## config.mk

```make
export PLATFORM = sky130hd
export DESIGN_NAME = wbuf_top
export DESIGN_NICKNAME = d
export VERILOG_FILES = /design/src/wbuf_pkg.sv /design/src/wbuf_write_ctrl.sv /design/src/wbuf_dir.sv /design/src/wbuf_send.sv /design/src/wbuf_top.sv
export SDC_FILE = /design/constraint.sdc
export NUM_CORES = 1
export LEC_CHECK = 0
export ABC_AREA = 1
export BUFFER_PORTS_ARGS = -buffer_cell sky130_fd_sc_hd__buf_4
export CAP_MARGIN = 20
export CORE_MARGIN = 2
export CORE_UTILIZATION = 44
export DETAILED_ROUTE_END_ITERATION = 12
export PLACE_DENSITY = 0.66
export SLEW_MARGIN = 10
export SYNTH_ARGS = -nofsm -noshare
export SYNTH_HDL_FRONTEND = slang
export SYNTH_HIERARCHICAL = 1
export SYNTH_SLANG_ARGS = --single-unit
```

## constraint.sdc

```tcl
create_clock -name clk_i -period 3.8 [get_ports clk_i]
set_input_delay 0.38 -clock clk_i [delete_from_list [all_inputs] [get_ports clk_i]]
set_output_delay 0.38 -clock clk_i [all_outputs]
set_load 0.01 [all_outputs]
```

## src/wbuf_pkg.sv

```systemverilog
/*
 * Coalescing write buffer shared definitions.
 * Sizes, entry states and the packed write, line, entry and memory types.
 */
package wbuf_pkg;

    localparam int WBUF_ENTRIES      = 4;
    localparam int WBUF_ADDR_WIDTH   = 32;
    localparam int WBUF_WORD_WIDTH   = 64;
    localparam int WBUF_BE_WIDTH     = WBUF_WORD_WIDTH / 8;
    localparam int WBUF_WORDS        = 2;
    localparam int WBUF_WORD_OFFSET  = $clog2(WBUF_BE_WIDTH);
    localparam int WBUF_OFFSET_WIDTH = $clog2(WBUF_BE_WIDTH * WBUF_WORDS);
    localparam int WBUF_TAG_WIDTH    = WBUF_ADDR_WIDTH - WBUF_OFFSET_WIDTH;
    localparam int WBUF_CNT_WIDTH    = 4;
    localparam int WBUF_ID_WIDTH     = $clog2(WBUF_ENTRIES);

    // Send queue holds one id per entry
    localparam int WBUF_QUEUE_DEPTH  = WBUF_ENTRIES;
    localparam int WBUF_QCNT_WIDTH   = $clog2(WBUF_QUEUE_DEPTH + 1);

    typedef logic [WBUF_ID_WIDTH-1:0]  wbuf_id_t;
    typedef logic [WBUF_TAG_WIDTH-1:0] wbuf_tag_t;
    typedef logic [WBUF_CNT_WIDTH-1:0] wbuf_cnt_t;

    typedef enum logic [1:0] {
        FREE = 2'b00,
        OPEN = 2'b01,
        PEND = 2'b10,
        SENT = 2'b11
    } wbuf_state_e;

    typedef struct packed {
        logic [WBUF_ADDR_WIDTH-1:0] addr;
        logic [WBUF_WORD_WIDTH-1:0] data;
        logic [WBUF_BE_WIDTH-1:0]   be;
    } wbuf_write_t;

    typedef struct packed {
        logic [WBUF_WORDS-1:0][WBUF_WORD_WIDTH-1:0] data;
        logic [WBUF_WORDS-1:0][WBUF_BE_WIDTH-1:0]   be;
    } wbuf_line_t;

    typedef struct packed {
        wbuf_tag_t  tag;
        wbuf_cnt_t  cnt;
        wbuf_line_t line;
    } wbuf_entry_t;

    typedef struct packed {
        logic [WBUF_ADDR_WIDTH-1:0] addr;
        wbuf_id_t                   id;
        wbuf_line_t                 line;
    } wbuf_mem_req_t;

    typedef struct packed {
        wbuf_id_t id;
    } wbuf_mem_resp_t;

    // First requesting index at or after ptr, wrapping around
    function automatic wbuf_id_t wbuf_rr_pick(input logic [WBUF_ENTRIES-1:0] req,
                                              input wbuf_id_t ptr);
        wbuf_id_t idx;
        wbuf_id_t pick;
        pick = ptr;
        for (int k = WBUF_ENTRIES - 1; k >= 0; k--) begin
            idx = ptr + wbuf_id_t'(k);
            if (req[idx]) begin
                pick = idx;
            end
        end
        return pick;
    endfunction

endpackage

```

## src/wbuf_write_ctrl.sv

```systemverilog
/*
 * Write buffer input side.
 * Matches incoming writes against open and pending lines, else picks a free entry.
 */
`timescale 1ns/1ps

module wbuf_write_ctrl
    import wbuf_pkg::*;
(
    input  logic                           clk_i,
    input  logic                           rst_ni,
    input  logic                           write_valid_i,
    input  wbuf_write_t                    write_i,
    input  wbuf_entry_t [WBUF_ENTRIES-1:0] entries_i,
    input  wbuf_state_e [WBUF_ENTRIES-1:0] states_i,
    output logic                           write_ready_o,
    output logic                           alloc_o,
    output logic                           hit_o,
    output wbuf_id_t                       target_id_o
);

    wbuf_tag_t               write_tag;
    logic [WBUF_ENTRIES-1:0] hit_bv;
    logic [WBUF_ENTRIES-1:0] free_bv;
    wbuf_id_t                hit_id;
    wbuf_id_t                free_id;
    wbuf_id_t                alloc_ptr_q;
    logic                    hit;
    logic                    any_free;
    logic                    accept;

    assign write_tag = write_i.addr[WBUF_ADDR_WIDTH-1:WBUF_OFFSET_WIDTH];

    // SENT lines are never merged into, a new entry is taken instead
    always_comb begin
        for (int i = 0; i < WBUF_ENTRIES; i++) begin
            free_bv[i] = (states_i[i] == FREE);
            hit_bv[i]  = ((states_i[i] == OPEN) || (states_i[i] == PEND)) &&
                         (entries_i[i].tag == write_tag);
        end
    end

    // At most one live entry per line
    always_comb begin
        hit_id = '0;
        for (int i = 0; i < WBUF_ENTRIES; i++) begin
            if (hit_bv[i]) begin
                hit_id = wbuf_id_t'(i);
            end
        end
    end

    assign hit      = |hit_bv;
    assign any_free = |free_bv;
    assign free_id  = wbuf_rr_pick(free_bv, alloc_ptr_q);

    assign write_ready_o = hit | any_free;
    assign accept        = write_valid_i & write_ready_o;
    assign hit_o         = accept & hit;
    assign alloc_o       = accept & ~hit;
    assign target_id_o   = hit ? hit_id : free_id;

    // Rotate past the entry just taken
    always_ff @(posedge clk_i or negedge rst_ni) begin
        if (!rst_ni) begin
            alloc_ptr_q <= '0;
        end else if (alloc_o) begin
            alloc_ptr_q <= free_id + 1'b1;
        end
    end

endmodule

```

## src/wbuf_dir.sv

```systemverilog
/*
 * Write buffer directory.
 * Holds entry state, tag, timer and merged line, and runs the entry life cycle.
 */
`timescale 1ns/1ps

module wbuf_dir
    import wbuf_pkg::*;
(
    input  logic                           clk_i,
    input  logic                           rst_ni,
    input  wbuf_write_t                    write_i,
    input  logic                           alloc_i,
    input  logic                           hit_i,
    input  wbuf_id_t                       target_id_i,
    input  wbuf_cnt_t                      cfg_threshold_i,
    input  logic                           flush_i,
    input  logic                           grant_i,
    input  wbuf_id_t                       grant_id_i,
    input  logic                           mem_resp_valid_i,
    input  wbuf_mem_resp_t                 mem_resp_i,
    output wbuf_entry_t [WBUF_ENTRIES-1:0] entries_o,
    output wbuf_state_e [WBUF_ENTRIES-1:0] states_o,
    output logic                           empty_o,
    output logic                           full_o
);

    wbuf_state_e [WBUF_ENTRIES-1:0] state_q;
    wbuf_state_e [WBUF_ENTRIES-1:0] state_d;
    wbuf_entry_t [WBUF_ENTRIES-1:0] entries_q;
    wbuf_entry_t [WBUF_ENTRIES-1:0] entries_d;
    wbuf_line_t                     write_line;
    logic [WBUF_ENTRIES-1:0]        free_bv;

    // New bytes win where their enable is set, enables accumulate
    function automatic wbuf_line_t merge_line(input wbuf_line_t old_line,
                                              input wbuf_line_t new_line);
        wbuf_line_t res;
        for (int w = 0; w < WBUF_WORDS; w++) begin
            for (int b = 0; b < WBUF_BE_WIDTH; b++) begin
                res.data[w][b*8 +: 8] = new_line.be[w][b] ? new_line.data[w][b*8 +: 8] :
                                                            old_line.data[w][b*8 +: 8];
            end
        end
        res.be = old_line.be | new_line.be;
        return res;
    endfunction

    // Word placed in every slot, only the addressed slot gets enables
    always_comb begin
        write_line.data = {WBUF_WORDS{write_i.data}};
        write_line.be   = '0;
        write_line.be[write_i.addr[WBUF_OFFSET_WIDTH-1:WBUF_WORD_OFFSET]] = write_i.be;
    end

    always_comb begin
        logic [WBUF_CNT_WIDTH:0] cnt_inc;
        logic                    sel;
        state_d   = state_q;
        entries_d = entries_q;
        for (int i = 0; i < WBUF_ENTRIES; i++) begin
            sel     = (target_id_i == wbuf_id_t'(i));
            cnt_inc = {1'b0, entries_q[i].cnt} + 1'b1;
            unique case (state_q[i])
                FREE: begin
                    if (alloc_i && sel) begin
                        state_d[i]        = (flush_i || (cfg_threshold_i == '0)) ? PEND : OPEN;
                        entries_d[i].tag  = write_i.addr[WBUF_ADDR_WIDTH-1:WBUF_OFFSET_WIDTH];
                        entries_d[i].cnt  = '0;
                        entries_d[i].line = merge_line('0, write_line);
                    end
                end
                OPEN: begin
                    if (hit_i && sel) begin
                        entries_d[i].line = merge_line(entries_q[i].line, write_line);
                    end
                    // Timeout also covers a threshold lowered below the count
                    if (flush_i || (cnt_inc >= {1'b0, cfg_threshold_i})) begin
                        state_d[i] = PEND;
                    end else begin
                        entries_d[i].cnt = entries_q[i].cnt + 1'b1;
                    end
                end
                PEND: begin
                    if (hit_i && sel) begin
                        entries_d[i].line = merge_line(entries_q[i].line, write_line);
                    end
                    if (grant_i && (grant_id_i == wbuf_id_t'(i))) begin
                        state_d[i] = SENT;
                    end
                end
                SENT: begin
                    if (mem_resp_valid_i && (mem_resp_i.id == wbuf_id_t'(i))) begin
                        state_d[i] = FREE;
                    end
                end
            endcase
        end
    end

    always_ff @(posedge clk_i or negedge rst_ni) begin
        if (!rst_ni) begin
            for (int i = 0; i < WBUF_ENTRIES; i++) begin
                state_q[i] <= FREE;
            end
        end else begin
            state_q <= state_d;
        end
    end

    // Entry contents only matter while the state is not FREE
    always_ff @(posedge clk_i) begin
        entries_q <= entries_d;
    end

    always_comb begin
        for (int i = 0; i < WBUF_ENTRIES; i++) begin
            free_bv[i] = (state_q[i] == FREE);
        end
    end

    assign empty_o   = &free_bv;
    assign full_o    = ~|free_bv;
    assign entries_o = entries_q;
    assign states_o  = state_q;

endmodule

```

## src/wbuf_send.sv

```systemverilog
/*
 * Write buffer output side.
 * Round-robin grant of pending entries into an id FIFO that feeds the memory request.
 */
`timescale 1ns/1ps

module wbuf_send
    import wbuf_pkg::*;
(
    input  logic                           clk_i,
    input  logic                           rst_ni,
    input  wbuf_entry_t [WBUF_ENTRIES-1:0] entries_i,
    input  wbuf_state_e [WBUF_ENTRIES-1:0] states_i,
    output logic                           grant_o,
    output wbuf_id_t                       grant_id_o,
    input  logic                           mem_req_ready_i,
    output logic                           mem_req_valid_o,
    output wbuf_mem_req_t                  mem_req_o
);

    logic [WBUF_ENTRIES-1:0]         pend_bv;
    wbuf_id_t                        rr_ptr_q;
    wbuf_id_t [WBUF_QUEUE_DEPTH-1:0] queue_q;
    wbuf_id_t                        wr_ptr_q;
    wbuf_id_t                        rd_ptr_q;
    logic [WBUF_QCNT_WIDTH-1:0]      count_q;
    wbuf_id_t                        head_id;
    logic                            queue_full;
    logic                            push;
    logic                            pop;

    always_comb begin
        for (int i = 0; i < WBUF_ENTRIES; i++) begin
            pend_bv[i] = (states_i[i] == PEND);
        end
    end

    assign queue_full = (count_q == WBUF_QCNT_WIDTH'(WBUF_QUEUE_DEPTH));
    assign grant_o    = (|pend_bv) & ~queue_full;
    assign grant_id_o = wbuf_rr_pick(pend_bv, rr_ptr_q);

    assign push = grant_o;
    assign pop  = mem_req_valid_o & mem_req_ready_i;

    always_ff @(posedge clk_i or negedge rst_ni) begin
        if (!rst_ni) begin
            rr_ptr_q <= '0;
        end else if (grant_o) begin
            rr_ptr_q <= grant_id_o + 1'b1;
        end
    end

    // Id FIFO storage
    always_ff @(posedge clk_i) begin
        if (push) begin
            queue_q[wr_ptr_q] <= grant_id_o;
        end
    end

    always_ff @(posedge clk_i or negedge rst_ni) begin
        if (!rst_ni) begin
            wr_ptr_q <= '0;
            rd_ptr_q <= '0;
            count_q  <= '0;
        end else begin
            if (push) begin
                wr_ptr_q <= wr_ptr_q + 1'b1;
            end
            if (pop) begin
                rd_ptr_q <= rd_ptr_q + 1'b1;
            end
            case ({push, pop})
                2'b10:   count_q <= count_q + 1'b1;
                2'b01:   count_q <= count_q - 1'b1;
                default: count_q <= count_q;
            endcase
        end
    end

    // Head entry is SENT, so its line holds still under back-pressure
    assign head_id         = queue_q[rd_ptr_q];
    assign mem_req_valid_o = (count_q != '0);
    assign mem_req_o.addr  = {entries_i[head_id].tag, {WBUF_OFFSET_WIDTH{1'b0}}};
    assign mem_req_o.id    = head_id;
    assign mem_req_o.line  = entries_i[head_id].line;

endmodule

```

## src/wbuf_top.sv

```systemverilog
/*
 * Coalescing write buffer top level.
 * Joins write control, entry directory and send side.
 */
`timescale 1ns/1ps

module wbuf_top
    import wbuf_pkg::*;
(
    input  logic           clk_i,
    input  logic           rst_ni,
    input  logic           write_valid_i,
    input  wbuf_write_t    write_i,
    output logic           write_ready_o,
    output logic           mem_req_valid_o,
    output wbuf_mem_req_t  mem_req_o,
    input  logic           mem_req_ready_i,
    input  logic           mem_resp_valid_i,
    input  wbuf_mem_resp_t mem_resp_i,
    input  wbuf_cnt_t      cfg_threshold_i,
    input  logic           flush_i,
    output logic           empty_o,
    output logic           full_o
);

    wbuf_entry_t [WBUF_ENTRIES-1:0] entries;
    wbuf_state_e [WBUF_ENTRIES-1:0] states;
    logic                           alloc;
    logic                           hit;
    wbuf_id_t                       target_id;
    logic                           grant;
    wbuf_id_t                       grant_id;

    wbuf_write_ctrl u_write_ctrl (
        .clk_i         (clk_i),
        .rst_ni        (rst_ni),
        .write_valid_i (write_valid_i),
        .write_i       (write_i),
        .entries_i     (entries),
        .states_i      (states),
        .write_ready_o (write_ready_o),
        .alloc_o       (alloc),
        .hit_o         (hit),
        .target_id_o   (target_id)
    );

    wbuf_dir u_dir (
        .clk_i            (clk_i),
        .rst_ni           (rst_ni),
        .write_i          (write_i),
        .alloc_i          (alloc),
        .hit_i            (hit),
        .target_id_i      (target_id),
        .cfg_threshold_i  (cfg_threshold_i),
        .flush_i          (flush_i),
        .grant_i          (grant),
        .grant_id_i       (grant_id),
        .mem_resp_valid_i (mem_resp_valid_i),
        .mem_resp_i       (mem_resp_i),
        .entries_o        (entries),
        .states_o         (states),
        .empty_o          (empty_o),
        .full_o           (full_o)
    );

    wbuf_send u_send (
        .clk_i           (clk_i),
        .rst_ni          (rst_ni),
        .entries_i       (entries),
        .states_i        (states),
        .grant_o         (grant),
        .grant_id_o      (grant_id),
        .mem_req_ready_i (mem_req_ready_i),
        .mem_req_valid_o (mem_req_valid_o),
        .mem_req_o       (mem_req_o)
    );

endmodule

```

Word level (Yosys, flattened, before mapping):

Cells that the tools add are included.

* bits in writable memories: 0
* bits of input ports: 116
* memories kept: 0
* memory bits (read-only): 0
* flip-flop bits (word level): 731
* output and inout bits: 182
* word-level logic and storage cells: 509
* latch bits: 0

* magnitude comparators: 18
* multiply operators: 0
* bitwise gates (word level): 13
* muxes and demuxes: 111
* reduce and logical (&&, ||, !) cells: 138
* shifts and indexed selects: 0
* div/mod/pow operators: 0
* add/subtract/negate cells: 20
* equal/unequal tests: 116

Operators with widths (number)
* case mux 144 bit (2 select lines): 4
* 2-to-1 mux 148 bit: 4
* 2-to-1 mux 144 bit: 4
* binary-select mux 176 bit (select 2 bit): 1
* AND reduction 4 bit: 69
* 2-to-1 mux 8 bit: 33
* 2-to-1 mux 176 bit: 1
* != test 2 x 1 -> 1 bit, second input constant: 80
* == test 28 bit: 4
* bitwise OR 16 bit: 4
* 2-to-1 mux 2 bit: 30
* less-than comparator 2 x 3 -> 1 bit, second input constant: 11
* case mux 2 bit (4 select lines): 4
* case mux 4 bit (2 select lines): 4
* == test 2 bit, second input constant: 15
* AND reduction 3 bit: 8
* logical AND 1 bit: 22
* adder 4 x 1 -> 5 bit, second input constant: 4
* >= comparator 5 x 4 -> 1 bit: 4
* nonzero test 2 bit: 9
* adder 4 x 1 -> 4 bit, second input constant: 4
* AND 16 bit: 1
* binary-select mux 1 bit (select 2 bit): 8
* == test 2 x 1 -> 1 bit, second input constant: 8
* other kinds (27): 80

Depth between registers and ports, before layout:

* word-level depth: 12
* mapped depth: 22
* mapped depth without buffers: 22

Cells and area by module:

The synthesis kept the hierarchy.

By module, submodules not included
* wbuf_dir: cells each 1912, instances 1, area each 27137.3 µm², seq. area each 21340.5 µm²
* wbuf_send: cells each 1120, instances 1, area each 7295.7 µm², seq. area each 465.4 µm²
* wbuf_write_ctrl: cells each 632, instances 1, area each 2697.6 µm², seq. area each 50.0 µm²

Worst setup path before layout:

Ideal clock, no wire load.

* kind: reg2reg
* start point: reg u_dir.state_q, in the netlist u_dir/states_o[7]
* end point: reg u_dir.entries_q, in the netlist u_dir/entries_o[544], enable pin
* arrival time: 3540 ps
* slack: -116 ps
* clock period less this slack: 3916 ps
* library setup time: 375 ps
* data required time: 3425 ps
* buffers on the path: 1
* cell stages (with the launch flop): 18
* cell sequence: dfrtp_1 > inv_1 > ha_1 > inv_1 > nand2_1 > nand3_1 > o21ai_1 > a21oi_1 > nand2_1 > nand2_1 > clkinv_1 > o21ai_0 > nand3_1 > nor2_2 > o21bai_1 > nand2_2 > buf_6 > a21oi_1

* longest elaborated chain between the ends: 12
* elaborated cells between the ends (all ways): 35
* those cells by class: 6 x eq/ne; 14 x mux; 5 x bitwise; 10 x reduce/logical

Ends and longest elaborated chain
* start, declared: RTL line wbuf_dir.sv:28 `wbuf_state_e [WBUF_ENTRIES-1:0] state_q;`
* start signal, assigned: RTL line wbuf_dir.sv:107 `state_q <= state_d;`
* logical NOT 2 bit: RTL line wbuf_write_ctrl.sv:37 `free_bv[i] = (states_i[i] == FREE);`
* binary-select mux 1 bit (select 2 bit): RTL line wbuf_pkg.sv:68 `if (req[idx]) begin`
* 2-to-1 mux 1 bit (implied by the code): RTL line wbuf_pkg.sv:68
* 2-to-1 mux 2 bit (4 in series): RTL line wbuf_pkg.sv:68
* 2-to-1 mux 2 bit *: RTL line wbuf_write_ctrl.sv:61 `assign target_id_o = hit ? hit_id : free_id;`
* net target_id[1]: RTL line wbuf_top.sv:30 `wbuf_id_t target_id;`
* == test 2 bit *: RTL line wbuf_dir.sv:62 `sel = (target_id_i == wbuf_id_t'(i));`
* logical AND 1 bit, on equally long branches: RTL line wbuf_dir.sv:66, wbuf_dir.sv:74, wbuf_dir.sv:85
* != test 2 x 1 -> 1 bit (no source line)
* AND reduction 4 bit (no source line) *
* end signal, assigned: RTL line wbuf_dir.sv:113 `entries_q <= entries_d;`
* end, declared: RTL line wbuf_dir.sv:30 `wbuf_entry_t [WBUF_ENTRIES-1:0] entries_q;`

Mark *: on every way through the listed nets, which the timed path passes. The rest lies on a longest branch. The select of a mux whose other input is x is not followed.
A chain may end at the register's enable or synchronous reset.

Worst setup path in the final report:

* start point: in write_i[95] in the netlist's numbering
* end point: reg u_dir.entries_q, in the netlist u_dir/entries_o[645], enable pin

* elaborated cells between the ends (all ways): 24
* those cells by class: 7 x eq/ne; 4 x mux; 5 x bitwise; 8 x reduce/logical

RTL lines
* start, declared: RTL line wbuf_top.sv:13 `input wbuf_write_t write_i,`
* == test 28 bit: RTL line wbuf_write_ctrl.sv:39 `(entries_i[i].tag == write_tag);`
* logical AND 1 bit: RTL line wbuf_write_ctrl.sv:38 `hit_bv[i] = ((states_i[i] == OPEN) || (states_i[i] == PEND)) &&`
* 2-to-1 mux 2 bit (2 in series): RTL line wbuf_write_ctrl.sv:47 `if (hit_bv[i]) begin`
* 2-to-1 mux 2 bit *: RTL line wbuf_write_ctrl.sv:61
* net target_id[1]: RTL line wbuf_top.sv:30
* == test 2 bit *: RTL line wbuf_dir.sv:62
* logical AND 1 bit, on equally long branches: RTL line wbuf_dir.sv:66, wbuf_dir.sv:74, wbuf_dir.sv:85
* != test 2 x 1 -> 1 bit (no source line)
* AND reduction 4 bit (no source line) *

Mark *: on every way through the listed nets, which the timed path passes. The rest lies on a longest branch.

==> key figures <==
Setup path
  – CP arrival: 3920 ps
  – Crit Path Class: in -> reg
  – Crit path max fanout: 9
  – Worst Setup Start Kind: input port
  – CP Capture Type: flip-flop
  – R2R setup slack: 230 ps
  – CP Data Required Time: 4140 ps

Placed design
  – DPL Wire Length: 66660 um
  – PortBufs: 290
  – RePlAce Congestion: 0.9368

Cells and area
  – Post-layout net count: 4109
  – Layout cells sized above 1: 20.21%
  – Most frequent cells in the layout: 712 x edfxtp_1, 619 x nor2_1, 575 x nand2_1, 575 x a21oi_1, 426 x buf_4
  – Register Area: 0.02186 mm^2
  – Multi-input logic area: 0.01276 mm^2
  – Leading cell type in the layout, fill and taps excluded: edfxtp_1
  – Filler cells: 7506
  – Area Overhead vs Synth: 17.44%

Clocking
  – CTS Buf Count: 82
  – CTS sink count: 731
  – Clock transition at path regs: 60 ps
  – Max Buffers Root-to-Sink: 3
  – Skew-Pair Late Insertion Delay: 660 ps
  – CTS Root Cell: clkbuf_16
  – H-tree levels: 3
  – CTS tree: done

Floorplan
  – Chip Width: 294.5 um
  – Core Area: 0.08356 mm^2
  – Initial Utilization: 44.44%
  – # rows: 106
  – I/O Pins: 298
  – Die height: 294.5 um
  – Total Die Area: 0.08673 mm^2

Global route
  – GR Util met2: 41.55%
  – Tot GR Track Use: 24.00%
  – Top Usage Layer GRT: met2
  – Initial antenna violation count: 1
  – Global-route wire length before repair: 159500 um
  – Vias in the first global route: 27136
  – Total grt overflow: 0
  – GR Layer Usage met1: 30.59%
  – Largest net degree at the start of global routing: 130
  – Grt met3 use: 3.574%

STA
  – Fin. max-slew vios: 0
  – Worst Tran Pin Value: 954.3 ps
  – Relative slew margins: 35.79%
  – Final Hold Viols: 0
  – Final Critical Period: 3579 ps
  – Period Utilization, post-route: 94.18%
  – Peak Freq: 279.4 MHz
  – Final setup viols: 0
  – Fin Setup TNS: 0 ps
  – Clock Skew: 51.10 ps
  – RSZ-0062 raised after global routing: no

Detailed routing
  – First-pass DRT Iterations: 6
  – Routed WL per cell: 20.83 um
  – Drt drc: 0
  – DR vias: 28295
  – Routed Antenna Nets: 0
  – DR vias/cell: 5.560
  – Final wirelength: 106000 um
  – DR iter-0 viols: 2166

Worst hold path
  – Worst Hold Class: in -> reg

Yosys
  – Post-synth top flop: edfxtp_1
  – Synth Instances: 3664
  – Post-synthesis cell area: 0.03713 mm^2
  – Sequential area share after synthesis: 58.86%
  – Netlist cell types: 45
  – Synth area leaders: edfxtp_1 58%, a21oi_1 7.8%, o32ai_2 7.0%
  – Top-area cell type share of the netlist area: 57.58%
  – Syn_area_per_cell: 10.13 um^2
  – #FFs+latches synth: 731
  – Top cell type by total area after synthesis: edfxtp_1
  – Number of synthesized flops with an enable pin: 712
  – Synth warn: 6
  – Async set-reset flop share out of synthesis: 2.599%

Flow run
  – Max cap viols: 0

Outcome
  – Status: complete, no violations
## cells in the mapped netlist, types with 2 or more instances
cell type,number
nor2_1,622
inv_2,37
buf_2,84
xnor2_1,18
o21ai_0,120
o32ai_1,12
o21ai_1,92
a21oi_1,575
nand3_1,45
dfrtp_1,19
nor3_1,11
o21a_1,4
buf_1,18
edfxtp_1,712
nor2_2,6
clkinv_1,7
nand3_2,2
clkbuf_1,121
buf_6,24
ha_1,46
a31oi_1,2
xor2_1,9
a21boi_0,3
nor4_1,3
buf_4,18
nand4_1,3
nand2_2,17
o32ai_2,160
inv_1,272
nand2_1,576
a21oi_2,9
nand3b_1,2
o31ai_1,3
## cell families after synthesis
family	Yosys count	synth area share [%]
simple gates	1291	13.55
fa+ha+maj	47	1.604
compound gates	984	18.44
xor+xnor	27	0.6369
buf+inv	583	6.901
other cells	1	0.01010
flops	731	58.86
## critical path: stages
cell and delay (ps):
dlygate4sd3_1 530, buf_4 170, nand2_1 70, o21ai_0 180, nor2_1 140, nand3_1 100, nor2_1 290, nand2_2 140
nand2_4 100, inv_2 40, o21ai_1 230, inv_2 140, o31ai_1 420, nand2_4 280, buf_4 260, a21oi_1 210
buf_4 200
## registers in the layout, summed over array words and instances (netlist names)
name and cells:
u_send/queue_q 8, u_send/count_q 3, u_write_ctrl/alloc_ptr_q 2, u_send/wr_ptr_q 2, u_send/rd_ptr_q 2, u_dir/states_o 8
u_dir/entries_o 704, u_send/rr_ptr_q 2
## layout make-up
cell class	instances	area share, %
diodes	1	0.005739
clock inverters	51	1.354
well taps	1080	3.099
multi-input cells	2353	29.26
repair buffers	461	8.528
clock buffers	95	4.818
flip-flops and latches	731	50.12
inverters	317	2.818
## through the flow
step	setup WS (ps)	cells	hold slack (ps)	cell area (um^2)	utilization (%)
2_1_floorplan	167.3	3667	84.41	37150	-
3_3_place_gp	97.49	4924	279.5	40720	48.73
3_5_place_dp	101.5	4924	285.1	40720	48.73
4_1_cts	88.57	5088	1.240	43590	52.17
5_1_grt	42.38	5089	16.79	43610	52.19
6_report	221.1	5089	33.15	43610	52.19
## repair_timing
item                                    4_1_cts  5_1_grt
endpoints found under the setup margin        0      112
buffers inserted                              0        0
endpoints found under the hold margin        87        0
gates resized for setup                       0        4
hold buffers                                 18        0
## routing by layer
metal / vias to the layer above / part of all wire (%)
met5: - / 0
met4: 0 / 3.1
met3: 188 / 6.8
met2: 1053 / 50
met1: 13753 / 40
li1: 13301 / -
## worst paths after layout
kind	startpoint	end	depth (start not counted)
worst max-delay path	write_i[95]	u_dir/entries_o[645]$_DFFE_PP_	17
worst min-delay path	write_i[92]	u_dir/entries_o[692]$_DFFE_PP_	1
worst max register to register	u_dir/states_o[5]$_DFFE_PN0P_	u_dir/entries_o[645]$_DFFE_PP_	18
worst min register to register	u_send/count_q[0]$_DFFE_PN0P_	u_send/count_q[0]$_DFFE_PN0P_	1
max in group asynchronous	rst_ni	u_dir/states_o[4]$_DFFE_PN0P_	2
min in group asynchronous	rst_ni	u_dir/states_o[7]$_DFFE_PN0P_	2
Power is left out: the tool's default activity adds up to more than one toggle a clock period on the data nets, which glitch-free logic cannot reach.
